File: config.mk
export PLATFORM = sky130hd
export DESIGN_NAME = regfile
export DESIGN_NICKNAME = d
export VERILOG_FILES = /design/src/design/isa_pkg.sv /design/src/design/regfile.sv
export SDC_FILE = /design/constraint.sdc
export NUM_CORES = 2
export LEC_CHECK = 0
export BUFFER_PORTS_ARGS = -buffer_cell sky130_fd_sc_hd__buf_4
export CELL_PAD_IN_SITES_DETAIL_PLACEMENT = 0
export CELL_PAD_IN_SITES_GLOBAL_PLACEMENT = 2
export CORE_UTILIZATION = 45
export CTS_CLUSTER_DIAMETER = 150
export DETAILED_ROUTE_END_ITERATION = 12
export MAX_ROUTING_LAYER = met4
export PLACE_DENSITY_LB_ADDON = 0.2
export SYNTH_ARGS = -nofsm -noshare
export SYNTH_HDL_FRONTEND = slang
export SYNTH_SLANG_ARGS = --single-unit
export TNS_END_PERCENT = 30
File: constraint.sdc
create_clock -name clock -period 3.58 [get_ports clock]
set_input_delay 0.179 -clock clock [delete_from_list [all_inputs] [get_ports clock]]
set_output_delay 0.179 -clock clock [all_outputs]
set_load 0.005 [all_outputs]
File: src/design/isa_pkg.sv
package isa_pkg;

  ////////////////////////////////////////
  // Basic word types
  ////////////////////////////////////////

  typedef logic [63:0] data_t;     // One register value
  typedef logic [4:0]  reg_idx_t;  // Architectural register number

  // Operate-format word, seen two ways. Bit 12 picks the view
  typedef union packed {
    struct packed {
      logic [5:0] opcode;
      reg_idx_t   ra;
      reg_idx_t   rb;
      logic [2:0] unused;     // Should be zero
      logic       lit_flag;
      logic [6:0] func;
      reg_idx_t   rc;
    } rv;
    struct packed {
      logic [5:0] opcode;
      reg_idx_t   ra;
      logic [7:0] lit;        // Zero-extended literal
      logic       lit_flag;
      logic [6:0] func;
      reg_idx_t   rc;
    } lv;
  } inst_word_u;

  ////////////////////////////////////////
  // Major opcodes
  ////////////////////////////////////////

  localparam logic [5:0] OP_PAL  = 6'h00;
  localparam logic [5:0] OP_INTA = 6'h10;  // Arithmetic and compares
  localparam logic [5:0] OP_INTL = 6'h11;  // Logical
  localparam logic [5:0] OP_INTS = 6'h12;  // Shifts
  localparam logic [5:0] OP_INTM = 6'h13;  // Multiply

  // Function codes, only meaningful together with the opcode
  localparam logic [6:0] FN_ADDQ   = 7'h20;
  localparam logic [6:0] FN_SUBQ   = 7'h29;
  localparam logic [6:0] FN_CMPEQ  = 7'h2d;
  localparam logic [6:0] FN_CMPULT = 7'h1d;
  localparam logic [6:0] FN_AND    = 7'h00;
  localparam logic [6:0] FN_BIS    = 7'h20;
  localparam logic [6:0] FN_XOR    = 7'h40;
  localparam logic [6:0] FN_SLL    = 7'h39;
  localparam logic [6:0] FN_SRL    = 7'h34;
  localparam logic [6:0] FN_MULQ   = 7'h20;

  ////////////////////////////////////////
  // ALU operations
  ////////////////////////////////////////

  typedef enum logic [3:0] {
    ALU_ADD    = 4'd0,
    ALU_SUB    = 4'd1,
    ALU_CMPEQ  = 4'd2,
    ALU_CMPULT = 4'd3,
    ALU_AND    = 4'd4,
    ALU_OR     = 4'd5,
    ALU_XOR    = 4'd6,
    ALU_SLL    = 4'd7,
    ALU_SRL    = 4'd8,
    ALU_MUL    = 4'd9
  } alu_op_e;

endpackage
File: src/design/regfile.sv
`timescale 1ns/100ps

module regfile import isa_pkg::*; (
  input  logic     clock,
  input  logic     rst_n,
  input  reg_idx_t rda_idx,
  input  reg_idx_t rdb_idx,
  output data_t    rda_data,
  output data_t    rdb_data,
  input  logic     wr_en,
  input  reg_idx_t wr_idx,
  input  data_t    wr_data
);

  data_t regs [32];

  // Write port
  always_ff @(posedge clock or negedge rst_n)
  begin
    if (!rst_n)
    begin
      for (int i = 0; i < 32; i++)
        regs[i] <= '0;
    end
    else if (wr_en)
    begin
      regs[wr_idx] <= wr_data;
    end
  end

  // Read ports, R31 is the all-ones index and always reads zero
  assign rda_data = (&rda_idx) ? '0 : regs[rda_idx];
  assign rdb_data = (&rdb_idx) ? '0 : regs[rdb_idx];

endmodule

Word-level counts from Yosys, hierarchy flattened
Cells that the tools add are included.
{"block": "word_totals", "word_cells": 53, "in_bits": 82, "ff_bits": 2048, "output_inout_bits": 128}
{"block": "classes", "muxes": 11, "order_cmp": 4, "reduce_logical": 3, "bitwise": 3}
{"operator": "2048-bit bitwise mux", "n": 1}
{"operator": "64-bit binary-select mux with 5-bit select", "n": 2}
{"operator": "64-bit two-way mux", "n": 7}
{"operator": "64-bit demux with 5-bit select", "n": 1}
{"operator": "6-bit >= comparator (second input constant)", "n": 3}
{"operator": "5-bit NOT with 6-bit output", "n": 3}
{"operator": "5-bit AND reduction", "n": 2}
{"operator": "6-bit by 1-bit less-than comparator with 1-bit output (second input constant)", "n": 1}
{"operator": "1-bit logical AND", "n": 1}

Logic depth before layout (Yosys ltp)
{"block": "depth", "word_depth": 6, "mapped_depth": 9}

Least setup slack after synthesis
No wires, ideal clock.
{"block": "synth_path", "path_kind": "input-to-output", "startpoint": "input rdb_idx[0]", "endpoint": "output rdb_data[30]", "n_path_buf": 3, "required_time_ns": 3.401, "t_arrival_ns": 1.705, "stages": 6, "slack_ns": 1.696, "cell_sequence": "buf_2 -> buf_4 -> buf_2 -> mux4_2 -> a221oi_1 -> a211oi_1"}
{"block": "synth_via", "elab_chain_cells": 5}
{"element": "from (decl)", "line_no": "regfile.sv:7", "text": "input reg_idx_t rdb_idx,"}
{"element": "5-bit NOT with 6-bit output (implied by the code)", "line_no": "regfile.sv:33", "text": "assign rdb_data = (&rdb_idx) ? '0 : regs[rdb_idx];"}
{"element": "64-bit binary-select mux with 5-bit select", "line_no": "regfile.sv:33"}
{"element": "64-bit two-way mux (implied by the code) (2 in a row)", "line_no": "regfile.sv:33"}
{"element": "64-bit two-way mux *", "line_no": "regfile.sv:33"}
{"element": "to (decl)", "line_no": "regfile.sv:9", "text": "output data_t rdb_data,"}
Mark *: on every way between the ends. The rest lies on a longest branch, timed or not. The select of a mux whose other input is x is not followed.

Worst setup path after layout
{"block": "layout_path", "startpoint": "register regs[528] in the netlist's numbering", "endpoint": "output rda_data[16]"}
{"block": "layout_via", "elab_chain_cells": 4}
{"element": "from (decl)", "line_no": "regfile.sv:15", "text": "data_t regs [32];"}
{"element": "from (signal, indexed assignment)", "line_no": "regfile.sv:27", "text": "regs[wr_idx] <= wr_data;"}
{"element": "64-bit binary-select mux with 5-bit select", "line_no": "regfile.sv:32", "text": "assign rda_data = (&rda_idx) ? '0 : regs[rda_idx];"}
{"element": "64-bit two-way mux (implied by the code) (2 in a row)", "line_no": "regfile.sv:32"}
{"element": "64-bit two-way mux", "line_no": "regfile.sv:32"}
{"element": "to (decl)", "line_no": "regfile.sv:8", "text": "output data_t rda_data,"}
No other way between the ends. The select of a mux whose other input is x is not followed.

==> metrics.md <==
| Metric | Value |
|---|---|
| Register area share after synthesis | between 40% and 50% |
| Top-area cell type share of the netlist area | a little under half |
| Synth warnings | 0 |
| FMAX | roughly 290 MHz |
| Max-capacitance violation count | 0 |
| Die ar. | ~250000 um2 |
| Startpoint types | flop |
| Sequential share of power | between 40% and 50% |
| Yosys cell types | 43 |
| # resized after CTS | 0 |
| Switch Pwr | approximately 19000 uW |
| Worst Path Arrival | ~3.3 ns |
| Starting DRT DRC Count | about 5800 |
| H-tree depth | 4 |
| Max Clock Skew | 0 ns |
| Share of post-route cells with drive strength above 1 | a little under half |
| Net Sw Frac | 27.6% |
| Largest net degree at the start of global routing | approximately 130 |
| Final GP Congestion | between 0.8 and 0.9 |
| Clock latency on the worst-skew pair | slightly below 0.9 ns |
| Worst-path clk slew | approximately 0.060 ns |
| Most flops, register | regs |
| FP Rows | roughly 180 |
| TritonCTS clock tree | done |
| Final Cell Area | between 100000 and 150000 um2 |
| Post-synth top area cell | dfrtp_1 |
| Fin. max-slew vios | 0 |
| Max reg flops | 2048 |
| Setup CP Type | flop to output port |
| # nets final | 7824 |
| Max VDD drop | around 0.53 mV |
| CTS root buf | clkbuf_16 |
| Most frequent cells in the layout | mux2_2 (2114), dfrtp_1 (2048), mux2i_1 (768), mux4_2 (640), buf_4 (446) |
| Initial Utilization | a little under half |
| Via density per instance | ~6.5 |
| Combinational Power Share | around 20% |
| LEAKAGE | approximately 0.055 uW |
| First-pass DRT Iterations | 7 |
| Routed WL | 381 mm |
| Core Region | about 240000 um2 |
| Net Count, Synth | 7750 |
| Setup bufs post-CTS | 0 |
| Wire per inst | about 34 um |
| Via count | 72674 |
| Grt ovf | 0 |
| RSZ-0062 raised after global routing | false |
| Syn Area/Cell | 14.3 um2 |
| Final ANT Viol Nets | 0 |
| CTS buffer count | 231 |
| I/O Buffers | around 210 |
| Top flop regs | regs: 2048 flops |
| Required time of the critical path | 3.40 ns |
| GRT Total Usage | 31.9% |
| Crit end category | output port |
| Initial antenna violation count | 14 |
| Die X | a little under 500 um |
| Mapped Cells | roughly 7700 |
| # DRC | 0 |
| Final hold vios | 0 |
| Die Y | roughly 500 um |
| Relative slew slack | between 15 and 20% |
| Int Power | 50400 uW |
| Seq cells post-synth | a little over 2000 |
| Worst hold path class | primary input to asynchronous set/reset pin |
| FF-to-FF path depth | 1 |
| Vias in the first global route | approximately 75000 |
| Actual slew at the worst max-slew pin | 1.23 ns |
| Clock network fraction of total power | a little over a third |
| Total power | roughly 70000 uW |
| Longest Clk Path Bufs | 3 |
| Dpl hpwl | around 220 mm |
| PD cells | between 500 and 600 nW/um2 |
| Setup tns final | 0 ns |
| First-pass GRT wire length | roughly 550 mm |
| Cell area after synthesis | about 110000 um2 |
| Synth top area cells | dfrtp_1 (47%), mux2_2 (22%), mux4_2 (13%) |
| Worst Path Max Fanout | 3 |
| Cell Area, Placed | roughly 120000 um2 |
| Ports | 210 |
| Fin crit period | approximately 3.5 ns |
| Count of final setup violators | 0 |
| Tcrit/Tclk final | between 90% and 100% |
| Status | finished, final reports clean |
| P&R area growth vs syn | 13.9% |
| Most common cell after layout, fill and taps aside | mux2_2 |
| Num Clock Sinks | ~2000 |
==> per-layer routing <==
metal  wire, um  global-route usage, %
met1     168000                   43.6
met2     179000                   49.3
met3      23000                   4.77
met4      11600                   9.21
met5          0                      -
==> power groups by stage <==
stage	Combinational, uW	Clock [uW]	Sequential [uW]
6_report	14200	24400	31000
5_1_grt	15200	25800	31600
4_1_cts	14200	24900	30900
3_5_place_dp	14100	0	31300
3_3_place_gp	13800	0	30900
2_1_floorplan	10400	0	30200
==> final timing paths <==
kind | from | to | slack (ns)
min in group clock | wr_idx[3] | regs[1711]$_DFFE_PN0P_ | 0.20
min reg2reg | regs[1226]$_DFFE_PN0P_ | regs[1226]$_DFFE_PN0P_ | 0.51
min | rst_n | regs[1972]$_DFFE_PN0P_ | 0.14
max in group asynchronous | rst_n | regs[128]$_DFFE_PN0P_ | 2.49
max reg2reg | regs[997]$_DFFE_PN0P_ | regs[997]$_DFFE_PN0P_ | 2.74
max | regs[528]$_DFFE_PN0P_ | rda_data[16] | 0.10
==> repair_timing <==
action | CTS | global route
hold endpoints to repair | 3425 | 0
hold buffers | 66 | 0
endpoints found under the setup margin | 0 | 0
==> worst max-delay path: stages (launching register included) <==
cell       delay (ns)
dfrtp_1          0.40
mux4_2           0.47
mux2_2           0.28
a2111oi_0        0.66
buf_4            0.22
a211oi_1         0.06
buf_4            0.21
buf_4            0.13
==> synthesized netlist by cell type, drive strengths merged <==
| master | number |
|---|---|
| mux2 | 2176 |
| dfrtp | 2048 |
| mux2i | 768 |
| mux4 | 640 |
| buf | 416 |
| clkbuf | 411 |
| a211oi | 371 |
| nand2 | 134 |
| o221ai | 126 |
| o22ai | 126 |
| and2 | 122 |
| a21oi | 118 |
| a2bb2oi | 117 |
| nor2 | 21 |
| a221oi | 19 |
| o21ai | 13 |
| nand3b | 8 |
| nand3 | 5 |
| nor3 | 5 |
| a2111oi | 4 |
| inv | 4 |
| nor2b | 4 |
| nor3b | 4 |
| or3b | 2 |
| and3 | 1 |
| and3b | 1 |
| and4 | 1 |
| nand2b | 1 |
| o21bai | 1 |
| or2 | 1 |
==> cells by family after synthesis <==
group | synth area share, %
flops | 46.6
buf+inv | 3.56
mux | 42.4
compound gates | 5.98
simple gates | 1.51
==> stage by stage <==
step	worst slack, ns	hold slack (ns)	util (%)	std cells
after floorplan	1.70	-0.117	-	7668
after global placement	0.526	0.138	48.0	10645
after detailed placement	0.480	0.145	48.0	10645
after CTS	0.112	0.126	51.5	11133
after global routing	0.0773	0.145	51.5	11140
final	0.103	0.138	51.5	11142
==> area by class of cell <==
class | instances | area [um2]
fill | 20502 | 118000
tap | 3202 | 4010
sequential | 2048 | 51200
antenna | 9 | 22.5
clock inverter | 57 | 781
timing repair buffer | 668 | 7110
multi-input combinational | 4789 | 55100
clock buffer | 365 | 7000
inverter | 4 | 25.0
(Power assumes the default switching activity.)
