## src/design/pipe_pkg.sv

```systemverilog
package pipe_pkg;

  ////////////////////////////////////////
  // Registers and special words
  ////////////////////////////////////////

  localparam logic [4:0] ZERO_REG = 5'd31;  // R31 always reads as zero

  // BIS R31,R31,R31
  localparam logic [31:0] NOOP_INST = 32'h47ff041f;

  // CALL_PAL with the halt function
  localparam logic [31:0] HALT_INST = 32'h555;

  ////////////////////////////////////////
  // Pipeline status
  ////////////////////////////////////////

  typedef enum logic [3:0] {
    NO_ERROR       = 4'h0,
    HALTED_ON_HALT = 4'h2
  } status_e;

endpackage

```

## src/design/isa_pkg.sv

```systemverilog
package isa_pkg;

  ////////////////////////////////////////
  // Basic word types
  ////////////////////////////////////////

  typedef logic [63:0] data_t;     // One register value
  typedef logic [4:0]  reg_idx_t;  // Architectural register number

  // Operate-format word, seen two ways. Bit 12 picks the view
  typedef union packed {
    struct packed {
      logic [5:0] opcode;
      reg_idx_t   ra;
      reg_idx_t   rb;
      logic [2:0] unused;     // Should be zero
      logic       lit_flag;
      logic [6:0] func;
      reg_idx_t   rc;
    } rv;
    struct packed {
      logic [5:0] opcode;
      reg_idx_t   ra;
      logic [7:0] lit;        // Zero-extended literal
      logic       lit_flag;
      logic [6:0] func;
      reg_idx_t   rc;
    } lv;
  } inst_word_u;

  ////////////////////////////////////////
  // Major opcodes
  ////////////////////////////////////////

  localparam logic [5:0] OP_PAL  = 6'h00;
  localparam logic [5:0] OP_INTA = 6'h10;  // Arithmetic and compares
  localparam logic [5:0] OP_INTL = 6'h11;  // Logical
  localparam logic [5:0] OP_INTS = 6'h12;  // Shifts
  localparam logic [5:0] OP_INTM = 6'h13;  // Multiply

  // Function codes, only meaningful together with the opcode
  localparam logic [6:0] FN_ADDQ   = 7'h20;
  localparam logic [6:0] FN_SUBQ   = 7'h29;
  localparam logic [6:0] FN_CMPEQ  = 7'h2d;
  localparam logic [6:0] FN_CMPULT = 7'h1d;
  localparam logic [6:0] FN_AND    = 7'h00;
  localparam logic [6:0] FN_BIS    = 7'h20;
  localparam logic [6:0] FN_XOR    = 7'h40;
  localparam logic [6:0] FN_SLL    = 7'h39;
  localparam logic [6:0] FN_SRL    = 7'h34;
  localparam logic [6:0] FN_MULQ   = 7'h20;

  ////////////////////////////////////////
  // ALU operations
  ////////////////////////////////////////

  typedef enum logic [3:0] {
    ALU_ADD    = 4'd0,
    ALU_SUB    = 4'd1,
    ALU_CMPEQ  = 4'd2,
    ALU_CMPULT = 4'd3,
    ALU_AND    = 4'd4,
    ALU_OR     = 4'd5,
    ALU_XOR    = 4'd6,
    ALU_SLL    = 4'd7,
    ALU_SRL    = 4'd8,
    ALU_MUL    = 4'd9
  } alu_op_e;

endpackage
```

## src/design/decode_stage.sv

```systemverilog
`timescale 1ns/100ps

module decode_stage import isa_pkg::*, pipe_pkg::*; (
  input  logic        clock,
  input  logic        rst_n,
  input  logic        inst_valid,
  input  inst_word_u  inst,
  input  data_t       inst_npc,
  output logic        dec_valid,
  output alu_op_e     dec_op,
  output reg_idx_t    dec_ra,
  output reg_idx_t    dec_rb,
  output reg_idx_t    dec_dest,
  output logic        dec_use_lit,
  output logic [7:0]  dec_lit,
  output logic        dec_halt,
  output data_t       dec_npc,
  output logic [31:0] dec_ir
);

  alu_op_e    op_d;
  logic       known;      // Recognized operate instruction
  logic       halt_d;
  reg_idx_t   rb_d;
  logic [7:0] lit_d;

  ////////////////////////////////////////
  // Opcode and function decode
  ////////////////////////////////////////

  always_comb
  begin
    op_d   = ALU_ADD;
    known  = 1'b1;
    halt_d = 1'b0;
    case (inst.rv.opcode)
      OP_INTA:
        case (inst.rv.func)
          FN_ADDQ:   op_d = ALU_ADD;
          FN_SUBQ:   op_d = ALU_SUB;
          FN_CMPEQ:  op_d = ALU_CMPEQ;
          FN_CMPULT: op_d = ALU_CMPULT;
          default:   known = 1'b0;
        endcase
      OP_INTL:
        case (inst.rv.func)
          FN_AND:  op_d = ALU_AND;
          FN_BIS:  op_d = ALU_OR;
          FN_XOR:  op_d = ALU_XOR;
          default: known = 1'b0;
        endcase
      OP_INTS:
        case (inst.rv.func)
          FN_SLL:  op_d = ALU_SLL;
          FN_SRL:  op_d = ALU_SRL;
          default: known = 1'b0;
        endcase
      OP_INTM:
        if (inst.rv.func != FN_MULQ)
          known = 1'b0;
        else
          op_d = ALU_MUL;
      OP_PAL:
      begin
        known  = 1'b0;
        halt_d = (inst == HALT_INST);
      end
      default: known = 1'b0;  // Passes through as a no-op
    endcase
  end

  // Literal flag selects which view supplies operand B
  always_comb
  begin
    if (inst.rv.lit_flag)
    begin
      rb_d  = ZERO_REG;
      lit_d = inst.lv.lit;
    end
    else
    begin
      rb_d  = inst.rv.rb;
      lit_d = '0;
    end
  end

  ////////////////////////////////////////
  // Decode pipeline register
  ////////////////////////////////////////

  always_ff @(posedge clock or negedge rst_n)
  begin
    if (!rst_n)
    begin
      dec_valid <= 1'b0;
      dec_halt  <= 1'b0;
      dec_ir    <= NOOP_INST;
    end
    else
    begin
      dec_valid <= inst_valid;
      dec_halt  <= inst_valid & halt_d;
      dec_ir    <= inst;
    end
  end

  always_ff @(posedge clock)
  begin
    dec_op      <= op_d;
    dec_ra      <= inst.rv.ra;
    dec_rb      <= rb_d;
    dec_dest    <= known ? inst.rv.rc : ZERO_REG;  // Halt and unknown write nothing
    dec_use_lit <= inst.rv.lit_flag;
    dec_lit     <= lit_d;
    dec_npc     <= inst_npc;
  end

endmodule

```

## config.mk

```make
export PLATFORM = sky130hd
export DESIGN_NAME = decode_stage
export DESIGN_NICKNAME = d
export VERILOG_FILES = /design/src/design/pipe_pkg.sv /design/src/design/isa_pkg.sv /design/src/design/decode_stage.sv
export SDC_FILE = /design/constraint.sdc
export NUM_CORES = 1
export LEC_CHECK = 0
export ABC_AREA = 1
export BUFFER_PORTS_ARGS = -buffer_cell sky130_fd_sc_hd__buf_2
export CAP_MARGIN = 10
export CORE_ASPECT_RATIO = 0.5
export CORE_UTILIZATION = 43
export CTS_CLUSTER_DIAMETER = 50
export DETAILED_ROUTE_END_ITERATION = 10
export PLACE_DENSITY = 0.94
export SYNTH_ARGS = -nofsm -noshare
export SYNTH_HDL_FRONTEND = slang
export SYNTH_SLANG_ARGS = --single-unit
```

## constraint.sdc

```tcl
create_clock -name clock -period 1.68 [get_ports clock]
set_clock_uncertainty 0.1 [all_clocks]
set_input_delay 0.084 -clock clock [delete_from_list [all_inputs] [get_ports clock]]
set_output_delay 0.084 -clock clock [all_outputs]
set_load 0.005 [all_outputs]
```

======== Word level (Yosys, flattened, before mapping) ========
Cells that the tools add are included.
word-level totals
  bits of input ports ..................... 99
  bits in registers ....................... 126
  output and inout port bits .............. 126
operators by class
  muxes and demuxes ....................... 11
  bitwise gates (word level) .............. 1
  equality and inequality tests ........... 13
  reductions and logical operators ........ 5
operator list
  kind                  number
  $eq 7x6->1 const B    5
  $eq 32x11->1 const B  1
  $eq 6x5->1 const B    4
  $pmux 4 s4            1
  $pmux 3 s3            1
  $pmux 4 s2            1
  $eq 7x5->1 const B    1
  $eq 7x7->1 const B    1
  $logic_not 7->1       1
  $ne 7x6->1 const B    1
  $logic_not 6->1       1
  $pmux 2 s3            1
  $mux 1                5
  $mux 4                1
  $pmux 1 s4            1
  $reduce_or 4->1       1
  $reduce_or 3->1       1
  $reduce_or 2->1       1
  $and 1x1->1           1

======== Longest topological paths before layout ========
Gate-level depths: netlist of run 1.
  depth in word-level cells ............... 4
  mapped depth ............................ 8
  depth with buffers taken out ............ 8

======== Worst setup path after synthesis of run 1 ========
OpenSTA, ideal clock, no wires.
  path kind ............................... input to register
  from .................................... input inst[6] (netlist bit)
  to ...................................... register dec_dest[0]
  setup slack ............................. 0.727 ns
  library setup time ...................... 0.115 ns
  cell stages on the path ................. 8
  path buffers ............................ 0
  required time ........................... 1.465 ns
  arrival ................................. 0.738 ns
  cell sequence ........................... inv_1 > nand2_1 > nor2_1 > nand2_1 > a21oi_1 > nor2_1 > nand2_2 > nand2_1
on the way
  cells in the longest elaborated chain, start to end .. 4
ends and longest elaborated chain
  element                                                   line                                                        RTL
  start, declared                                           decode_stage.sv:7                                           input inst_word_u inst,
  $eq 7x6->1 (tied with other cells)                        decode_stage.sv:38, decode_stage.sv:46
  $reduce_or 4->1 (no source line) (tied with other cells)  --
  $mux 1 (on tied branches)                                 decode_stage.sv:38, decode_stage.sv:46, decode_stage.sv:53
  $pmux 1 s4 (*)                                            decode_stage.sv:36                                          case (inst.rv.opcode)
  end signal, assigned                                      decode_stage.sv:112                                         dec_dest <= known ? inst.rv.rc : ZERO_REG;
  end, declared                                             decode_stage.sv:13                                          output reg_idx_t dec_dest,
Every way passes the cells marked *; elsewhere a longest branch is shown, timed or not.
A chain may end at the register's enable or synchronous reset.

======== Final worst setup path of run 1 ========
Ends and elaborated chain as after synthesis.

==> metrics.csv, run 1 <==
metric,value,unit
run status,"finished, final reports clean",
final hold viol count,0,
synthesis-to-layout area growth,85.8,%
sort of element at the start of the critical path,input port,
starting utilization of the core area,46.4,%
GP Congestion,0.874,
clock tree from TritonCTS,yes,
die width,125,microns
Worst Setup SP,inst[6],
crit-path max FO,5,
path class of the lowest-slack min-delay path,in2async,
initial antenna violation count,0,
top achievable clock speed,0.657,GHz
Post-CTS Hold Buffers,98,
cell leakage power,3.04,nW
sequential share of the synthesized area,84.0,%
CP Data Required Time,1870,ps
Yosys warning count,0,
"most common cell after layout, fill and taps aside",buf_2,
grt peak-use layer,met2,
DRC violation count after routing,0,
Least-Margin Pin Slew,809,ps
Core Footprint,6960,sq um
GRT Total Usage,32.1,%
Clock Tree Buf Depth,2,
post-place instance area,4470,sq um
first-pass detailed-route iteration total,5,
post-synthesis average cell area,13.5,sq um
buffers added on ports,224,
distinct cell type count after synthesis,20,
Clock Tree Root,clkbuf_16,
"top library cells by usage in the layout, fill and taps aside","224 x buf_2, 98 x dlygate4sd3_1, 92 x dfxtp_1",
wire length reported by the detailed router,12.2,mm
number of endpoints failing setup at the final stage,0,
met2 track demand over resource,60.6,%
fin. max-slew vios,0,
reported max-cap violation count,0,
I/O pin count,225,
average vias per placed instance,4.62,
count of nets left with antenna violations after detail routing,0,
Max H-tree Level,4,
type of the worst setup path,in2reg,
number of diodes added for antenna fixing,0,
Max transition margin,46.1,%
clock tree sinks,126,
total number of vias,3157,
synthesized instance count,239,
Worst IR Drop VDD,1070,uV
clock input transition at the sequential cells of the worst setup and hold paths,60,ps
pwr dens,1200,nW/um^2
Die Ht,63.3,microns
worst endpoint data arrival time,1710,ps
total CTS buffers,17,
min cycle time layout,1520,ps
fraction of final layout cells with drive strength greater than 1,48.0,%
unrepaired setup endpoints after global routing,no,
M1 GR Usage,32.0,%
fin nets,678,
kind of capture point of the worst setup path,flop,
post-detailed-route wirelength per cell,17.9,microns
overflow left after global routing,0,
Post-CTS Resized,0,
drt first-iter violations,256,
FP Rows,21,
TNS Setup,0,ps
net count after synthesis,338,
post-CTS setup buffer count,0,
largest net degree at the start of global routing,35,
Tcrit/Tclk final,90.6,%
met3 Usage GRT,11.5,%
total die area,7890,sq um
Pwr Total,7.21,mW
flip-flop and latch count after synthesis,126,
Final Instance Area,6010,sq um
hold slack,219,ps
global-route wire length before repair,18.6,mm
via count of the first global-routing pass,3395,
"Cell Area, Synth",3230,sq um
placed wire-length estimate,6.53,mm
==> how the worst max path moves through the flow <==
stage	to	slack (ps)	cells past startpoint
global route	dec_dest[0]	60	10
global placement	dec_dest[1]	430	9
CTS	dec_dest[0]	270	10
detailed placement	dec_dest[0]	420	9
finish	dec_dest[0]	160	10
floorplan	dec_dest[0]	730	8
==> cell usage after synthesis <==
cell	instances	area [sq um]
nand3_1	15	75.1
dfrtp_1	16	400
dfstp_2	18	473
nor2_2	3	18.8
nand2_1	29	109
a21oi_1	2	10.0
nor2_1	14	52.6
or2_2	5	31.3
clkbuf_1	1	3.75
nor4_1	5	31.3
or2_0	1	6.26
inv_1	26	97.6
and2_1	1	6.26
a21oi_2	1	8.76
nand3b_1	2	15.0
nand4_1	2	12.5
nor2_4	1	11.3
dfxtp_1	92	1840
nand2_2	3	18.8
nor3_1	2	10.0
==> sequential cells by signal, summed over array words and instances, names as in the netlist <==
name,cells
dec_dest,5
dec_ra,5
dec_lit,8
dec_use_lit,1
dec_op,4
dec_valid,1
dec_halt,1
dec_npc,64
dec_rb,5
dec_ir,32
==> kinds of logic (layout without fill, tap and decap cells) <==
family	count (synthesis)	in the layout	synth area share [%]
flops	126	126	84.0
simple gates	83	83	12.3
buf+inv	27	380	3.13
compound gates	3	3	0.581
==> power by group <==
| group | switching, mW | internal, mW |
|---|---|---|
| combinational | 0.262 | 0.343 |
| sequential | 0.0440 | 3.17 |
| clock | 1.24 | 2.15 |
| total | 1.55 | 5.67 |
==> stage by stage <==
step | cells | util (%) | setup WS, ps
after floorplan | 239 | - | 727
after detailed placement | 554 | 64.1 | 421
after CTS | 684 | 86.3 | 267
final | 684 | 86.3 | 158
after global placement | 554 | 64.1 | 430
after global routing | 684 | 86.3 | 64.6
==> area by class of cell <==
class,count,area [sq um]
Clock buffer,27,533
Clock inverter,5,26.3
Fill cell,311,957
Inverter,26,97.6
Multi-Input combinational cell,86,417
Sequential cell,126,2720
Tap cell,92,115
Timing Repair Buffer,322,2100
==> per-layer routing <==
metal	wire length, microns	part of all wire, %	up-vias
met5	0	0	-
met4	382	3.1	0
met3	826	6.8	46
met2	6780	55	173
met1	4240	35	1512
li1	-	-	1426
==> worst max-delay path, stage by stage <==
cell and delay [ps]:
dlygate4sd3_1 550, buf_2 140, nor2_1 180, nand2_1 140, nor2_2 180, nand3_1 130
nand2_1 80, nor2_1 50, nand2_2 100, nand2_1 60
Note: power is estimated with default switching activity, not from simulation.
==> run 2: changes to the inputs <==
- CORE_UTILIZATION: 43 -> 40
- PLACE_DENSITY: 0.94 -> 0.89
- clock period: 1.68 -> 1.6 ns (I/O delays scaled with it)
==> run 2 against run 1 <==
  * The run now ends with setup timing left
  * Final area rose by 0.77%
  * Sequential cell count did not move
  * Die area rose by 7.3%
==> metrics.csv, run 2 (same netlist as run 1, synthesis figures left out) <==
metric,value,unit,change
number of endpoints failing setup at the final stage,5,,was 0
Final Util,80.0,%,was 86.3%
post-detailed-route wirelength per cell,19.4,microns,was 17.9 microns
Seq pwr share,44.7,%,was 44.5%
wire length reported by the detailed router,13.6,mm,was 12.2 mm
Clock Tree Buf Depth,2,,unchanged
kind of capture point of the worst setup path,flop,,unchanged
starting utilization of the core area,42.7,%,was 46.4%
hold slack,210,ps,was 219 ps
min cycle time layout,1660,ps,
total number of vias,3394,,"was 3,157"
"top library cells by usage in the layout, fill and taps aside","224 x buf_2, 98 x dlygate4sd3_1, 92 x dfxtp_1",,unchanged
buffers plus inverters on the worst setup path,3,,was 2
Core Footprint,7570,sq um,was 6960 sq um
placed wire-length estimate,6.71,mm,was 6.53 mm
crit-path max FO,4,,was 5
fin nets,679,,was 678
global-route wire length before repair,18.8,mm,was 18.6 mm
DRC violation count after routing,0,,unchanged
Tcrit/Tclk final,104,%,
relative contribution of combinational cells to total power,8.6,%,was 8.4%
max reg flops,64,,unchanged
largest net degree at the start of global routing,35,,unchanged
Worst Setup SP,inst[30],,was inst[6]
register ranked first by flip-flop count,dec_npc,,unchanged
type of the worst setup path,in2reg,,unchanged
ordered cell list for the critical path,dlygate4sd3_1 -> buf_2 -> inv_1 -> nor2_1 -> nand3_1 -> nor2_1 -> nand3_1 -> nand3b_1,,was dlygate4sd3_1 -> buf_2 -> nor2_1 -> nand2_1 -> nor2_2 -> nand3_1 -> nand2_1 -> nor2_1 -> nand2_2 -> nand2_1
fraction of final layout cells with drive strength greater than 1,48.9,%,was 48.0%
via count of the first global-routing pass,3450,,"was 3,395"
average vias per placed instance,4.83,,was 4.62
sort of element at the start of the critical path,input port,,unchanged
worst setup slack after layout,-60.1,ps,was 158 ps
cell leakage power,3.03,nW,was 3.04 nW
pwr dens,1250,nW/um^2,was 1200 nW/um^2
Worst IR Drop VDD,805,uV,was 1070 uV
initial antenna violation count,1,,was 0
path class of the lowest-slack min-delay path,in2reg,,was in2async
clock tree sinks,126,,unchanged
top achievable clock speed,0.602,GHz,
total die area,8470,sq um,was 7890 sq um
"Slowest-stage cell, CP",dlygate4sd3_1,,unchanged
fin. max-slew vios,0,,unchanged
reported max-cap violation count,0,,unchanged
Die Ht,65.6,microns,was 63.3 microns
Clock Tree Root,clkbuf_16,,unchanged
fraction of power spent switching nets,22.2,%,was 21.4%
Max H-tree Level,4,,unchanged
clock tree from TritonCTS,yes,,unchanged
drt first-iter violations,306,,was 256
clock input transition at the sequential cells of the worst setup and hold paths,60,ps,about the same
CP Data Required Time,1840,ps,was 1870 ps
kind of cell adding the most delay to the critical path,simple AND/OR/NAND/NOR gates,,unchanged
FP Rows,22,,was 21
GP Congestion,0.865,,was 0.874
count of nets left with antenna violations after detail routing,0,,unchanged
die width,129,microns,was 125 microns
start point of the worst min-delay path,inst_npc[62],,
Least-Margin Pin Slew,826,ps,was 809 ps
net switching component of the power,1.68,mW,was 1.55 mW
"slowest stage delay, CP",540,ps,was 550 ps
final hold viol count,0,,unchanged
fill cell count,375,,was 311
worst endpoint data arrival time,1900,ps,was 1710 ps
design internal power,5.88,mW,was 5.67 mW
GRT Total Usage,31.6,%,was 32.1%
clock power share,46.7,%,was 47.1%
"most common cell after layout, fill and taps aside",buf_2,,unchanged
Max transition margin,44.9,%,was 46.1%
buffers added on ports,224,,unchanged
overflow left after global routing,0,,unchanged
I/O pin count,225,,unchanged
total CTS buffers,17,,unchanged
final instance count without filler cells,702,,was 684
failing checks,setup timing,,
synthesis-to-layout area growth,87.2,%,was 85.8%
first-pass detailed-route iteration total,5,,unchanged
post-placement cell count,570,,was 554
top flop regs,"dec_npc x64, dec_ir x32, dec_lit x8",,unchanged
run status,"finished, violations left",,"was finished, final reports clean"
[run 2: cell count changes in the layout (fill, tap and decap cells not counted), moves of 2 or more]
| cell | before | now |
|---|---|---|
| nor2_4 | 1 | 3 |
| clkbuf_8 | 7 | 3 |
| nand2_2 | 3 | 5 |
| nand2_1 | 29 | 27 |
| clkbuf_1 | 3 | 6 |
| nor2_1 | 14 | 11 |
[run 2: power by group through the flow]
stage	Combinational, mW	Sequential [mW]	Clock (mW)
floorplan	0.0494	3.45	0
global placement	0.394	3.42	0
detailed placement	0.405	3.43	0
CTS	0.596	3.37	3.47
global route	0.688	3.39	3.71
finish	0.647	3.38	3.53
[run 2: layout make-up]
class / count / area, sq um / share of cell area, %
flip-flops and latches: 126 / 2720 / 44.9
repair buffers: 323 / 2110 / 34.9
clock buffers: 27 / 514 / 8.50
multi-input cells: 86 / 449 / 7.42
well taps: 108 / 135 / 2.23
inverters: 26 / 97.6 / 1.61
clock inverters: 5 / 28.8 / 0.476
diodes: 1 / 2.50 / 0.0413
[run 2: path summary, 6_finish.rpt]
check                               to  slack, ps  depth (start not counted)
min in group asynchronous   dec_ir[13]        220                          2
max in group asynchronous    dec_valid        640                          2
setup / recovery             dec_op[1]        -60                          8
hold / removal             dec_npc[62]        210                          2
[run 2: metrics by stage]
stage / instance area [sq um] / setup TNS (ps) / worst slack (ps) / power, mW
final: 6050 / -151 / -60.1 / 7.56
after global routing: 6050 / -468 / -96.8 / 7.79
after CTS: 6010 / 0 / 195 / 7.43
after detailed placement: 4490 / 0 / 355 / 3.83
after global placement: 4490 / 0 / 327 / 3.81
after floorplan: 3230 / 0 / 651 / 3.50
[run 2: what timing repair did]
action / CTS / global route
hold endpoints to repair: 141 / 0
setup endpoints to repair: 0 / 5
setup buffers: 0 / 1
resized for setup: 0 / 10
hold buffers: 98 / 0
[run 2: layer usage]
metal / wire, microns / GRT usage [%] / up-vias
met3: 1150 / 9.85 / 80
met5: 0 / 0 / -
met1: 4720 / 32.9 / 1629
li1: - / - / 1433
met2: 6900 / 55.8 / 252
met4: 824 / 21.2 / 0
