==> config.mk <==
export PLATFORM = sky130hd
export DESIGN_NAME = result_stage
export DESIGN_NICKNAME = d
export VERILOG_FILES = /design/src/design/pipe_pkg.sv /design/src/design/isa_pkg.sv /design/src/design/result_stage.sv
export SDC_FILE = /design/constraint.sdc
export NUM_CORES = 1
export LEC_CHECK = 0
export BUFFER_PORTS_ARGS = -buffer_cell sky130_fd_sc_hd__buf_2
export CELL_PAD_IN_SITES_DETAIL_PLACEMENT = 1
export CELL_PAD_IN_SITES_GLOBAL_PLACEMENT = 1
export CORE_AREA = 2 2 162 164
export DETAILED_ROUTE_END_ITERATION = 12
export DIE_AREA = 0 0 164 166
export GPL_ROUTABILITY_DRIVEN = 1
export PLACE_DENSITY_LB_ADDON = 0.1
export SYNTH_ARGS = -nofsm -noshare
export SYNTH_HDL_FRONTEND = slang
export SYNTH_SLANG_ARGS = --single-unit
==> constraint.sdc <==
create_clock -name clock -period 1 [get_ports clock]
set_input_delay 0.2 -clock clock [delete_from_list [all_inputs] [get_ports clock]]
set_output_delay 0.2 -clock clock [all_outputs]
set_load 0.05 [all_outputs]
==> src/design/pipe_pkg.sv <==
package pipe_pkg;

  ////////////////////////////////////////
  // Registers and special words
  ////////////////////////////////////////

  localparam logic [4:0] ZERO_REG = 5'd31;  // R31 always reads as zero

  // BIS R31,R31,R31
  localparam logic [31:0] NOOP_INST = 32'h47ff041f;

  // CALL_PAL with the halt function
  localparam logic [31:0] HALT_INST = 32'h555;

  ////////////////////////////////////////
  // Pipeline status
  ////////////////////////////////////////

  typedef enum logic [3:0] {
    NO_ERROR       = 4'h0,
    HALTED_ON_HALT = 4'h2
  } status_e;

endpackage

==> src/design/isa_pkg.sv <==
package isa_pkg;

  ////////////////////////////////////////
  // Basic word types
  ////////////////////////////////////////

  typedef logic [63:0] data_t;     // One register value
  typedef logic [4:0]  reg_idx_t;  // Architectural register number

  // Operate-format word, seen two ways. Bit 12 picks the view
  typedef union packed {
    struct packed {
      logic [5:0] opcode;
      reg_idx_t   ra;
      reg_idx_t   rb;
      logic [2:0] unused;     // Should be zero
      logic       lit_flag;
      logic [6:0] func;
      reg_idx_t   rc;
    } rv;
    struct packed {
      logic [5:0] opcode;
      reg_idx_t   ra;
      logic [7:0] lit;        // Zero-extended literal
      logic       lit_flag;
      logic [6:0] func;
      reg_idx_t   rc;
    } lv;
  } inst_word_u;

  ////////////////////////////////////////
  // Major opcodes
  ////////////////////////////////////////

  localparam logic [5:0] OP_PAL  = 6'h00;
  localparam logic [5:0] OP_INTA = 6'h10;  // Arithmetic and compares
  localparam logic [5:0] OP_INTL = 6'h11;  // Logical
  localparam logic [5:0] OP_INTS = 6'h12;  // Shifts
  localparam logic [5:0] OP_INTM = 6'h13;  // Multiply

  // Function codes, only meaningful together with the opcode
  localparam logic [6:0] FN_ADDQ   = 7'h20;
  localparam logic [6:0] FN_SUBQ   = 7'h29;
  localparam logic [6:0] FN_CMPEQ  = 7'h2d;
  localparam logic [6:0] FN_CMPULT = 7'h1d;
  localparam logic [6:0] FN_AND    = 7'h00;
  localparam logic [6:0] FN_BIS    = 7'h20;
  localparam logic [6:0] FN_XOR    = 7'h40;
  localparam logic [6:0] FN_SLL    = 7'h39;
  localparam logic [6:0] FN_SRL    = 7'h34;
  localparam logic [6:0] FN_MULQ   = 7'h20;

  ////////////////////////////////////////
  // ALU operations
  ////////////////////////////////////////

  typedef enum logic [3:0] {
    ALU_ADD    = 4'd0,
    ALU_SUB    = 4'd1,
    ALU_CMPEQ  = 4'd2,
    ALU_CMPULT = 4'd3,
    ALU_AND    = 4'd4,
    ALU_OR     = 4'd5,
    ALU_XOR    = 4'd6,
    ALU_SLL    = 4'd7,
    ALU_SRL    = 4'd8,
    ALU_MUL    = 4'd9
  } alu_op_e;

endpackage
==> src/design/result_stage.sv <==
`timescale 1ns/100ps

module result_stage import isa_pkg::*, pipe_pkg::*; (
  input  logic        clock,
  input  logic        rst_n,
  input  logic        ex_valid,
  input  reg_idx_t    ex_dest,
  input  data_t       ex_result,
  input  logic        ex_halt,
  input  data_t       ex_npc,
  input  logic [31:0] ex_ir,
  output logic        wr_en,
  output reg_idx_t    wr_idx,
  output data_t       wr_data,
  output logic        commit_wr_en,
  output reg_idx_t    commit_wr_idx,
  output data_t       commit_wr_data,
  output data_t       commit_npc,
  output logic [31:0] commit_ir,
  output logic [3:0]  completed_insts,
  output status_e     error_status
);

  logic halted;       // Sticky until reset
  logic commit_now;

  assign commit_now = ex_valid && !halted;

  ////////////////////////////////////////
  // Register file write back
  ////////////////////////////////////////

  assign wr_en   = commit_now && (ex_dest != ZERO_REG);
  assign wr_idx  = ex_dest;
  assign wr_data = ex_result;

  ////////////////////////////////////////
  // Commit outputs
  ////////////////////////////////////////

  always_ff @(posedge clock or negedge rst_n)
  begin
    if (!rst_n)
    begin
      commit_wr_en    <= 1'b0;
      completed_insts <= 4'd0;
      halted          <= 1'b0;
    end
    else
    begin
      commit_wr_en    <= wr_en;
      completed_insts <= commit_now ? 4'd1 : 4'd0;
      if (commit_now && ex_halt)
        halted <= 1'b1;
    end
  end

  always_ff @(posedge clock)
  begin
    commit_wr_idx  <= ex_dest;
    commit_wr_data <= ex_result;
    commit_npc     <= ex_npc;
    commit_ir      <= ex_ir;
  end

  // Status follows the halted flag in the same cycle
  assign error_status = halted ? HALTED_ON_HALT : NO_ERROR;

endmodule

; After elaboration in Yosys (flattened, before gate mapping)
; Cells that the tools add are included.
[classes]
eq_ne = 1
n_mux = 2
reduce_logical = 4
[ops]
columns = op, count
row1 = "inequality test 5 bit, second input constant", 1
row2 = logical AND 1 bit, 3
row3 = two-way mux 2 bit, 1
row4 = logical NOT 1 bit, 1
row5 = two-way mux 1 bit, 1
[word_totals]
reg_bits = 168
in_bits = 169
elab_cells = 14

; Logic depth before layout (Yosys ltp)
; Gate-level depths: netlist of the first run.
[logic_depth]
word_depth = 3
ltp_mapped = 2
depth_no_buf = 2

; Least setup slack after synthesis of the first run
; Ideal clock, no wire load.
[synth_path]
path_type = register to output
startpoint = reg halted
endpoint = out wr_en
arrival_time_ps = 932
t_required_ps = 800
slack_ps = -132
stages_incl_launch_ff = 3
path_buffers = 0
path_cell_list = dfrtp_1 > nor2b_4 > o21a_1
[synth_between]
elab_chain_cells = 3
[synth_lines]
columns = element, line
row1 = start: declaration, result_stage.sv:24  ; logic halted;
row2 = start signal: assignment, result_stage.sv:47  ; halted <= 1'b0;
row3 = start signal: assignment, result_stage.sv:54  ; halted <= 1'b1;
row4 = logical NOT 1 bit, result_stage.sv:27  ; assign commit_now = ex_valid && !halted;
row5 = logical AND 1 bit, result_stage.sv:27
row6 = net commit_now, result_stage.sv:25  ; logic commit_now;
row7 = logical AND 1 bit, result_stage.sv:33  ; assign wr_en = commit_now && (ex_dest != ZERO_REG);
row8 = end: declaration, result_stage.sv:12  ; output logic wr_en,
; The timed path passes the listed nets, and every way through them passes these cells.

; Worst setup path in the final report of the first run
; Ends and elaborated chain as after synthesis.

==> impl_metrics.csv, run 1 <==
group,metric,value,unit
outcome,status,"finished with violations",
outcome,violations,"setup timing",
placement,port_buffers,406,
power,power,0.01776,W
floorplanning,die_area,0.02722,sq mm
sta,rsz0062_at_grt,"yes",
finish,fillers,2702,
power,peakVddDrop,0.9833,mV
sta,fin_skew,0.4499,ps
global_routing,antenna_found_initial,2,
synth,seq_area_frac_synth,84.64,%
finish,design_area,0.01004,sq mm
routing,drt_iter0_markers,103,
global_routing,grt_max_degree,17,
finish,area_growth,151.4,%
floorplanning,fp.dieH,166,microns
sta,hold_viol_final,0,
worst_setup_path,crit_arrival,1260,ps
floorplanning,ios,413,
routing,first_pass_iters,4,
worst_setup_path,worst_setup_path_start_kind,"register",
routing,vias,3746,
finish,seqCellArea,0.003585,sq mm
clock_tree,cts_made_buffers,17,
floorplanning,num_rows,59,
power,p_leak,4.638,nW
finish,final_common_cell,"buf_2",
synth,yosys.area.top_type,"dfxtp_1",
floorplanning,core-area,0.02562,sq mm
placement,gp_congestion,0.7178,
routing,drc,0,
flow_run,maxCapViolations,0,
clock_tree,cts.clk_slew.worst_paths,70,ps
sta,fin_crit_sh,146.3,%
finish,fin_nets,944,
routing,drt-wirelength-per-cell,13.77,microns
routing,vias_per_cell,3.336,
finish,antenna_cells,0,
global_routing,grt_overflow_total,0,
clock_tree,cts_tree,"built",
sta,drv_slew,0,
floorplanning,start_util,15.58,%
power,power_density,1769,mW/mm^2
sta,hold-worst-slack,59.77,ps
placement,dp_hpwl,10.86,mm
synth,syn-cell-area,0.003991,sq mm
synth,synth_top_cell_area_share,82.76,%
worst_setup_path,crit_required,800,ps
worst_hold_path,min-delay-path-class,"in2reg",
placement,post-place-ws,-118.6,ps
finish,drive_above_1_share,77.03,%
clock_tree,clock_path_buffers,2,
clock_tree,clock_sinks,168,
routing,routed_wl,15.46,mm
synth,synth-seq-cells,168,
synth,ys_warn_count,0,
clock_tree,root_buffer,"clkbuf_16",
global_routing,grt_pass1_wl,22.46,mm
synth,synth.avg_cell_area,15.97,sq um
global_routing,track_usage,10.94,%
synth,yosys-top-cells-area,"dfxtp_1, buf_4, dfrtp_1",
finish,final_cell_mix,"buf_2, dlygate4sd3_1, dfxtp_2",
placement,place_area,0.005913,sq mm
sta,fin_ws,-463.0,ps
finish,multiInputGateArea,68.82,sq um
sta,setup_viol,169,
global_routing,grt_pass1_vias,4223,
worst_setup_path,path_max_fanout,2,
clock_tree,insertion_delay,410,ps
synth,ys_types,9,
floorplanning,dieWidth,164,microns
synth,syn_inst,250,
sta,min_period,1463,ps
worst_setup_path,critPathKind,"reg2out",
clock_tree,h-tree-depth,4,
worst_setup_path,endpoint_kind,"primary output",
sta,max_freq,683.5,MHz
routing,ant_nets,0,
==> area by class of cell <==
class | count | area share (%)
timing repair buffer | 577 | 53.63
sequential | 168 | 35.72
clock buffer | 20 | 4.451
tap | 335 | 4.177
clock inverter | 12 | 1.334
multi-input combinational | 11 | 0.6857
==> per-stage QoR <==
stage,util (%),TNS [ps],std cells
after global placement,23.08,-87.32,922
after floorplan,-,0,255
after detailed placement,23.08,-118.6,922
after CTS,38.78,-21180,1123
after global routing,39.18,-22690,1123
final,39.18,-15550,1123
==> cell usage after synthesis <==
master   instances
dfxtp_1        165
buf_4           76
dfrtp_1          3
a21o_2           1
conb_1           1
nand2_1          1
nand3_1          1
nor2b_4          1
o21a_1           1
==> power breakdown <==
part | leakage [nW] | total, W | switching, W | internal, W
Clock | 0.286 | 0.00646 | 0.00286 | 0.00360
Sequential | 1.43 | 0.00735 | 0.000225 | 0.00712
Combinational | 2.92 | 0.00394 | 0.00228 | 0.00166
Total | 4.64 | 0.0178 | 0.00537 | 0.0124
==> logic make-up after synthesis <==
| group | after synthesis | synth area share, % |
|---|---|---|
| AO/OA/AOI/OAI | 2 | 0.4076 |
| buffers and inverters | 76 | 14.29 |
| flip-flops | 168 | 84.64 |
| other | 1 | 0.09395 |
| AND/OR/NAND/NOR | 3 | 0.5640 |
==> path summary, 6_finish.rpt <==
| kind | start | endpoint | slack (ps) | cells past startpoint |
|---|---|---|---|---|
| min reg2reg | halted | completed_insts[0] | 500 | 1 |
| max | halted | wr_en | -460 | 3 |
| max reg2reg | halted | halted | 40 | 3 |
| min | ex_valid | completed_insts[0] | 60 | 2 |
| min in group asynchronous | rst_n | commit_wr_en | 110 | 2 |
| max in group asynchronous | rst_n | completed_insts[0] | 780 | 2 |
==> layer usage <==
metal,wire length (microns),global-route usage (%)
met1,4725,9.595
met2,9039,21.83
met3,1483,4.520
met4,179,3.623
met5,32,0
==> sequential cells by signal, indices dropped and copies added (netlist names) <==
name and count:
halted 1, commit_npc 64, commit_wr_data 64, commit_wr_idx 5, completed_insts 1, commit_wr_en 1
commit_ir 32
==> worst max-delay path, cell delays in order, from the launching register on <==
cell and delay, ps:
dfrtp_1 420, nor2b_4 140, o21a_4 150, buf_8 140
==> what timing repair did <==
item / CTS / global route
resized for setup: 633 / 28
pin swaps: 0 / 0
endpoints found under the hold margin: 169 / 0
hold buffers: 168 / 0
buffers inserted: 1 / 1
setup endpoints to repair: 169 / 169
Note: power is estimated with default switching activity, not from simulation.
==> run 2, diff against run 1 <==
--- a/config.mk
+++ b/config.mk
@@ -8,9 +8,9 @@
 export BUFFER_PORTS_ARGS = -buffer_cell sky130_fd_sc_hd__buf_2
 export CELL_PAD_IN_SITES_DETAIL_PLACEMENT = 1
 export CELL_PAD_IN_SITES_GLOBAL_PLACEMENT = 1
-export CORE_AREA = 2 2 162 164
+export CORE_AREA = 2 2 160 162
 export DETAILED_ROUTE_END_ITERATION = 12
-export DIE_AREA = 0 0 164 166
+export DIE_AREA = 0 0 162 164
 export GPL_ROUTABILITY_DRIVEN = 1
 export PLACE_DENSITY_LB_ADDON = 0.1
 export SYNTH_ARGS = -nofsm -noshare
==> constraint.sdc (replaced) <==
create_clock -name clock -period 1.3 [get_ports clock]
set_input_delay 0.26 -clock clock [delete_from_list [all_inputs] [get_ports clock]]
set_output_delay 0.26 -clock clock [all_outputs]
set_load 0.05 [all_outputs]
==> impl_metrics.csv, run 2 (same netlist as run 1, synthesis figures left out) <==
group,metric,value,unit
power,peakVddDrop,0.6310,mV
finish,fin_nets,943,
sta,fin_skew,0.5277,ps
outcome,violations,"setup timing",
placement,dp_hpwl,10.72,mm
global_routing,track_usage,10.46,%
routing,drt_iter0_markers,58,
routing,vias,3672,
finish,antenna_cells,0,
sta,rsz0062_at_grt,"yes",
finish,final_common_cell,"buf_2",
clock_tree,cts.clk_slew.worst_paths,70,ps
clock_tree,h-tree-depth,4,
sta,hold_viol_final,0,
outcome,status,"finished with violations",
floorplanning,die_area,0.02657,sq mm
routing,vias_per_cell,3.287,
clock_tree,clock_path_buffers,2,
sta,fin_crit_sh,120.2,%
sta,drv_slew,0,
routing,ant_nets,0,
finish,area_growth,107.7,%
finish,top_regs,"commit_npc x64, commit_wr_data x64, commit_ir x32",
routing,first_pass_iters,3,
finish,final_cell_mix,"buf_2, dlygate4sd3_1, dfxtp_1",
power,power_density,1543,mW/mm^2
global_routing,grt_max_degree,17,
floorplanning,core-area,0.02482,sq mm
routing,drc,0,
routing,routed_wl,14.74,mm
worst_hold_path,min-delay-path-class,"in2reg",
floorplanning,start_util,16.08,%
placement,place_area,0.005884,sq mm
placement,port_buffers,406,
placement,dpl.cell_count,915,
finish,stdcell_count,1117,
sta,setup_viol,2,
floorplanning,dieWidth,162,microns
worst_setup_path,crit_arrival,1300,ps
clock_tree,cts_made_buffers,17,
finish,design_area,0.008292,sq mm
clock_tree,insertion_delay,410,ps
floorplanning,num_rows,58,
sta,fin_ws,-262.8,ps
floorplanning,fp.dieH,164,microns
worst_setup_path,critPathKind,"reg2out",
worst_setup_path,crit_required,1040,ps
floorplanning,ios,413,
worst_setup_path,path_max_fanout,2,
worst_setup_path,endpoint_kind,"primary output",
clock_tree,cts_tree,"built",
worst_setup_path,worst_setup_path_start_kind,"register",
sta,hold-worst-slack,68.55,ps
routing,drt-wirelength-per-cell,13.19,microns
global_routing,grt_overflow_total,0,
clock_tree,root_buffer,"clkbuf_16",
flow_run,maxCapViolations,0,
finish,drive_above_1_share,56.04,%
sta,max_freq,639.9,MHz
global_routing,grt_pass1_wl,20.87,mm
global_routing,antenna_found_initial,0,
placement,gp_congestion,0.7267,
sta,min_period,1563,ps
global_routing,grt_pass1_vias,3912,
clock_tree,clock_sinks,168,
power,p_leak,4.088,nW
==> run 2: changes by cell type in the layout (fill, tap and decap cells not counted), sizes merged <==
cell / before / now
clkbuf: 20 / 73
buf: 409 / 357
clkinv: 4 / 6
dlygate4sd3: 168 / 166
inv: 7 / 5
bufinv: 1 / 0
clkinvlp: 0 / 1
==> run 2: worst paths after layout <==
path	to	startpoint	depth (start not counted)	slack (ps)
setup / recovery	wr_en	halted	3	-260
min in group asynchronous	halted	rst_n	2	180
max in group asynchronous	commit_wr_en	rst_n	2	1010
hold / removal	halted	ex_halt	2	70
hold reg to reg	commit_wr_en	halted	2	640
setup reg to reg	halted	halted	3	330
==> run 2: layer usage <==
metal	track usage [%]	part of all wire, %
met2	20.54	56
met4	4.183	1.6
met1	9.613	33
met5	0	0
met3	3.990	9.3
==> run 2: final cells by class <==
cell class,instances,area [sq um]
Fill cell,2816,16530
Timing Repair Buffer,576,3889
Sequential cell,168,3378
Clock buffer,20,436.7
Tap cell,330,412.9
Clock inverter,12,113.9
Multi-Input combinational cell,11,61.31
==> run 2: through the flow <==
step           power [W]  setup slack, ps  util [%]  TNS (ps)
5_1_grt          0.01340           -344.6     33.41    -631.6
3_5_place_dp    0.007715            101.5     23.71         0
6_report         0.01279           -262.8     33.41    -455.0
4_1_cts          0.01297           -266.6     32.82    -466.9
3_3_place_gp    0.007716            119.8     23.71         0
2_1_floorplan   0.007201            108.0         -         0
==> run 2: worst max-delay path, stage by stage (launching register included) <==
cell and delay [ps]:
dfrtp_1 420, nor2b_4 140, o21a_1 170, buf_6 170
==> run 2: power by group <==
part / leakage (nW) / total (W) / switching (W) / internal [W]
Sequential: 1.43 / 0.00548 / 0.0000648 / 0.00542
Combinational: 2.39 / 0.00254 / 0.00174 / 0.000800
Clock: 0.267 / 0.00477 / 0.00224 / 0.00253
==> run 2: repair_timing <==
item / 4_1_cts / 5_1_grt
setup endpoints to repair: 5 / 57
hold buffers: 166 / 0
endpoints found under the hold margin: 168 / 0
buffers inserted: 3 / 2
resized for setup: 9 / 58
==> run 3, diff against run 2 <==
--- a/config.mk
+++ b/config.mk
@@ -5,10 +5,12 @@
 export SDC_FILE = /design/constraint.sdc
 export NUM_CORES = 1
 export LEC_CHECK = 0
+export ABC_AREA = 1
 export BUFFER_PORTS_ARGS = -buffer_cell sky130_fd_sc_hd__buf_2
 export CELL_PAD_IN_SITES_DETAIL_PLACEMENT = 1
 export CELL_PAD_IN_SITES_GLOBAL_PLACEMENT = 1
 export CORE_AREA = 2 2 160 162
+export CTS_CLUSTER_SIZE = 24
 export DETAILED_ROUTE_END_ITERATION = 12
 export DIE_AREA = 0 0 162 164
 export GPL_ROUTABILITY_DRIVEN = 1
==> impl_metrics.csv, run 3 <==
group,metric,value,unit
global_routing,track_usage,10.63,%
finish,design_area,0.008404,sq mm
worst_setup_path,worst_setup_path_start_kind,"register",
synth,yosys.area_share.adder,0,%
routing,drt_iter0_markers,55,
finish,antenna_cells,0,
synth,synth_compound_area_share,0,%
power,p_leak,4.134,nW
finish,final_common_cell,"buf_2",
worst_setup_path,critPathKind,"reg2out",
synth,synth-seq-cells,168,
sta,fin_crit_sh,111.8,%
sta,setup_viol,2,
synth,synth_async_sr_flop_share,1.786,%
routing,vias_per_cell,3.285,
global_routing,antenna_found_initial,1,
sta,fin_ws,-153.4,ps
worst_setup_path,crit_path_top_delay_cell,"dfrtp_1",
synth,yosysMostFrequentCell,"dfxtp_1",
floorplanning,num_rows,58,
worst_setup_path,max_stage_delay,400,ps
floorplanning,dieWidth,162,microns
synth,synthFlopType,"dfxtp_1",
synth,synth_top_cell_area_share,82.84,%
finish,fin_util,33.86,%
worst_setup_path,crit_arrival,1190,ps
sta,drv_slew,0,
sta,fin_skew,0.07763,ps
finish,fin_nets,944,
routing,routed_wl,14.81,mm
worst_hold_path,min-delay-path-class,"in2reg",
clock_tree,clock_path_buffers,2,
power,power_density,1548,mW/mm^2
synth,yosys-top-cells-area,"dfxtp_1, buf_4, dfrtp_1",
clock_tree,root_buffer,"clkbuf_16",
synth,synth_common_cells,"dfxtp_1, buf_4, nand2_1",
global_routing,grt_overflow_total,0,
placement,place_area,0.005883,sq mm
global_routing,grt_max_degree,17,
synth,seq_area_frac_synth,84.72,%
routing,drc,0,
clock_tree,insertion_delay,420,ps
clock_tree,clock_sinks,168,
worst_setup_path,path_buf_inv,2,
sta,fin_setup_tns,-207.7,ps
synth,ys_warn_count,0,
sta,rsz0062_at_grt,"yes",
power,power,0.01301,W
sta,hold_viol_final,0,
floorplanning,core-area,0.02482,sq mm
finish,fillers,2878,
synth,yosys.area.top_type,"dfxtp_1",
synth,synth_top_family_by_area,"buffers and inverters",
finish,drive_above_1_share,55.84,%
flow_run,maxCapViolations,0,
synth,synth.avg_cell_area,15.70,sq um
floorplanning,ios,413,
synth,synthSimpleGateAreaFrac,0.6903,%
clock_tree,cts_tree,"built",
synth,synth-xor-area-share,0,%
routing,drt-wirelength-per-cell,13.25,microns
power,internal_power,0.008963,W
power,peakVddDrop,0.7082,mV
sta,min_period,1453,ps
floorplanning,die_area,0.02657,sq mm
synth,syn-cell-area,0.003988,sq mm
worst_setup_path,path_cells,"clkinv_2 > nand2_4 > nor2_4 > buf_8",
routing,first_pass_iters,4,
finish,area_growth,110.8,%
finish,top_regs,"commit_npc x64, commit_wr_data x64, commit_ir x32",
synth,synth_edf_count,0,
sta,max_freq,688.1,MHz
global_routing,grt_pass1_vias,3959,
power,p_switching,0.004047,W
worst_setup_path,endpoint_kind,"primary output",
routing,ant_nets,0,
floorplanning,fp.dieH,164,microns
synth,syn_inst,254,
power,clkPwrFrac,38.0,%
floorplanning,start_util,16.07,%
routing,vias,3673,
global_routing,grt_pass1_wl,21.02,mm
clock_tree,h-tree-depth,4,
outcome,violations,"setup timing",
placement,dp_hpwl,11.00,mm
power,seq_power_share,42.2,%
outcome,status,"finished with violations",
worst_setup_path,cp_top_family,"flip-flops",
worst_setup_path,path_max_fanout,2,
power,p_sw_share,31.11,%
placement,port_buffers,406,
clock_tree,cts_made_buffers,17,
clock_tree,cts.clk_slew.worst_paths,70,ps
power,combPwrFrac,19.8,%
synth,ys_types,9,
finish,final_cell_mix,"buf_2, dlygate4sd3_1, dfxtp_1",
synth,synth.area.mux_share,0,%
placement,gp_congestion,0.7453,
worst_setup_path,crit_required,1040,ps
sta,hold-worst-slack,33.66,ps
[run 3: cell types whose count changed in the layout (fill, tap and decap cells not counted), sizes merged, moves of 2 or more]
cell / previous run / this run
buf: 357 / 330
inv: 5 / 7
clkbuf: 73 / 96
nor2: 0 / 2
nand2: 1 / 4
[run 3: worst register-to-register path, delay by kind of cell, from the launching register on]
family,cells,cell delay (ps)
buffers and inverters,1,70
DFF,1,400
and+or+nand+nor,2,160
[run 3: final cells by class]
type	count	area [sq um]	share of cell area (%)
inverter	2	8.758	0.1042
sequential	168	3378	40.20
clock inverter	13	138.9	1.653
timing repair buffer	573	3968	47.21
multi-input combinational	13	65.06	0.7742
tap	330	412.9	4.913
clock buffer	19	432.9	5.151
[run 3: path summary, 6_finish.rpt]
path | from | endpoint | slack, ps | cells after the start
setup reg to reg | halted | commit_wr_en | 610 | 3
hold / removal | ex_halt | halted | 30 | 3
max in group asynchronous | rst_n | commit_wr_en | 1030 | 2
setup / recovery | halted | wr_en | -150 | 4
min in group asynchronous | rst_n | completed_insts[0] | 170 | 2
hold reg to reg | halted | halted | 550 | 2
[run 3: power by group through the flow]
stage	clock network (W)	registers, W	logic [W]
6_report	0.00494	0.00549	0.00258
5_1_grt	0.00544	0.00551	0.00268
4_1_cts	0.00522	0.00549	0.00254
3_5_place_dp	0	0.00560	0.00212
3_3_place_gp	0	0.00560	0.00212
2_1_floorplan	0	0.00657	0.000626
[run 3: stage by stage]
stage | setup WS (ps) | cells
2_1_floorplan | 116.1 | 259
3_3_place_gp | 163.7 | 919
3_5_place_dp | 142.7 | 919
4_1_cts | -190.4 | 1117
5_1_grt | -237.2 | 1118
6_report | -153.4 | 1118
[run 3: timing repair]
action,4_1_cts,5_1_grt
setup endpoints to repair,22,79
pin swaps,1,0
hold buffers,166,0
buffers inserted,0,1
gates resized for setup,28,81
endpoints found under the hold margin,168,0
gates cloned,0,0
[run 3: logic make-up after synthesis]
group	count (synthesis)
buf+inv	78
other cells	1
simple gates	7
flops	168
[run 3: per-layer routing]
layer,part of all wire [%],vias up,track usage [%]
met4,1.4,2,4.183
met2,58,224,21.04
met1,30,1691,8.989
met3,10,11,5.177
li1,-,1745,-
met5,0.088,-,0
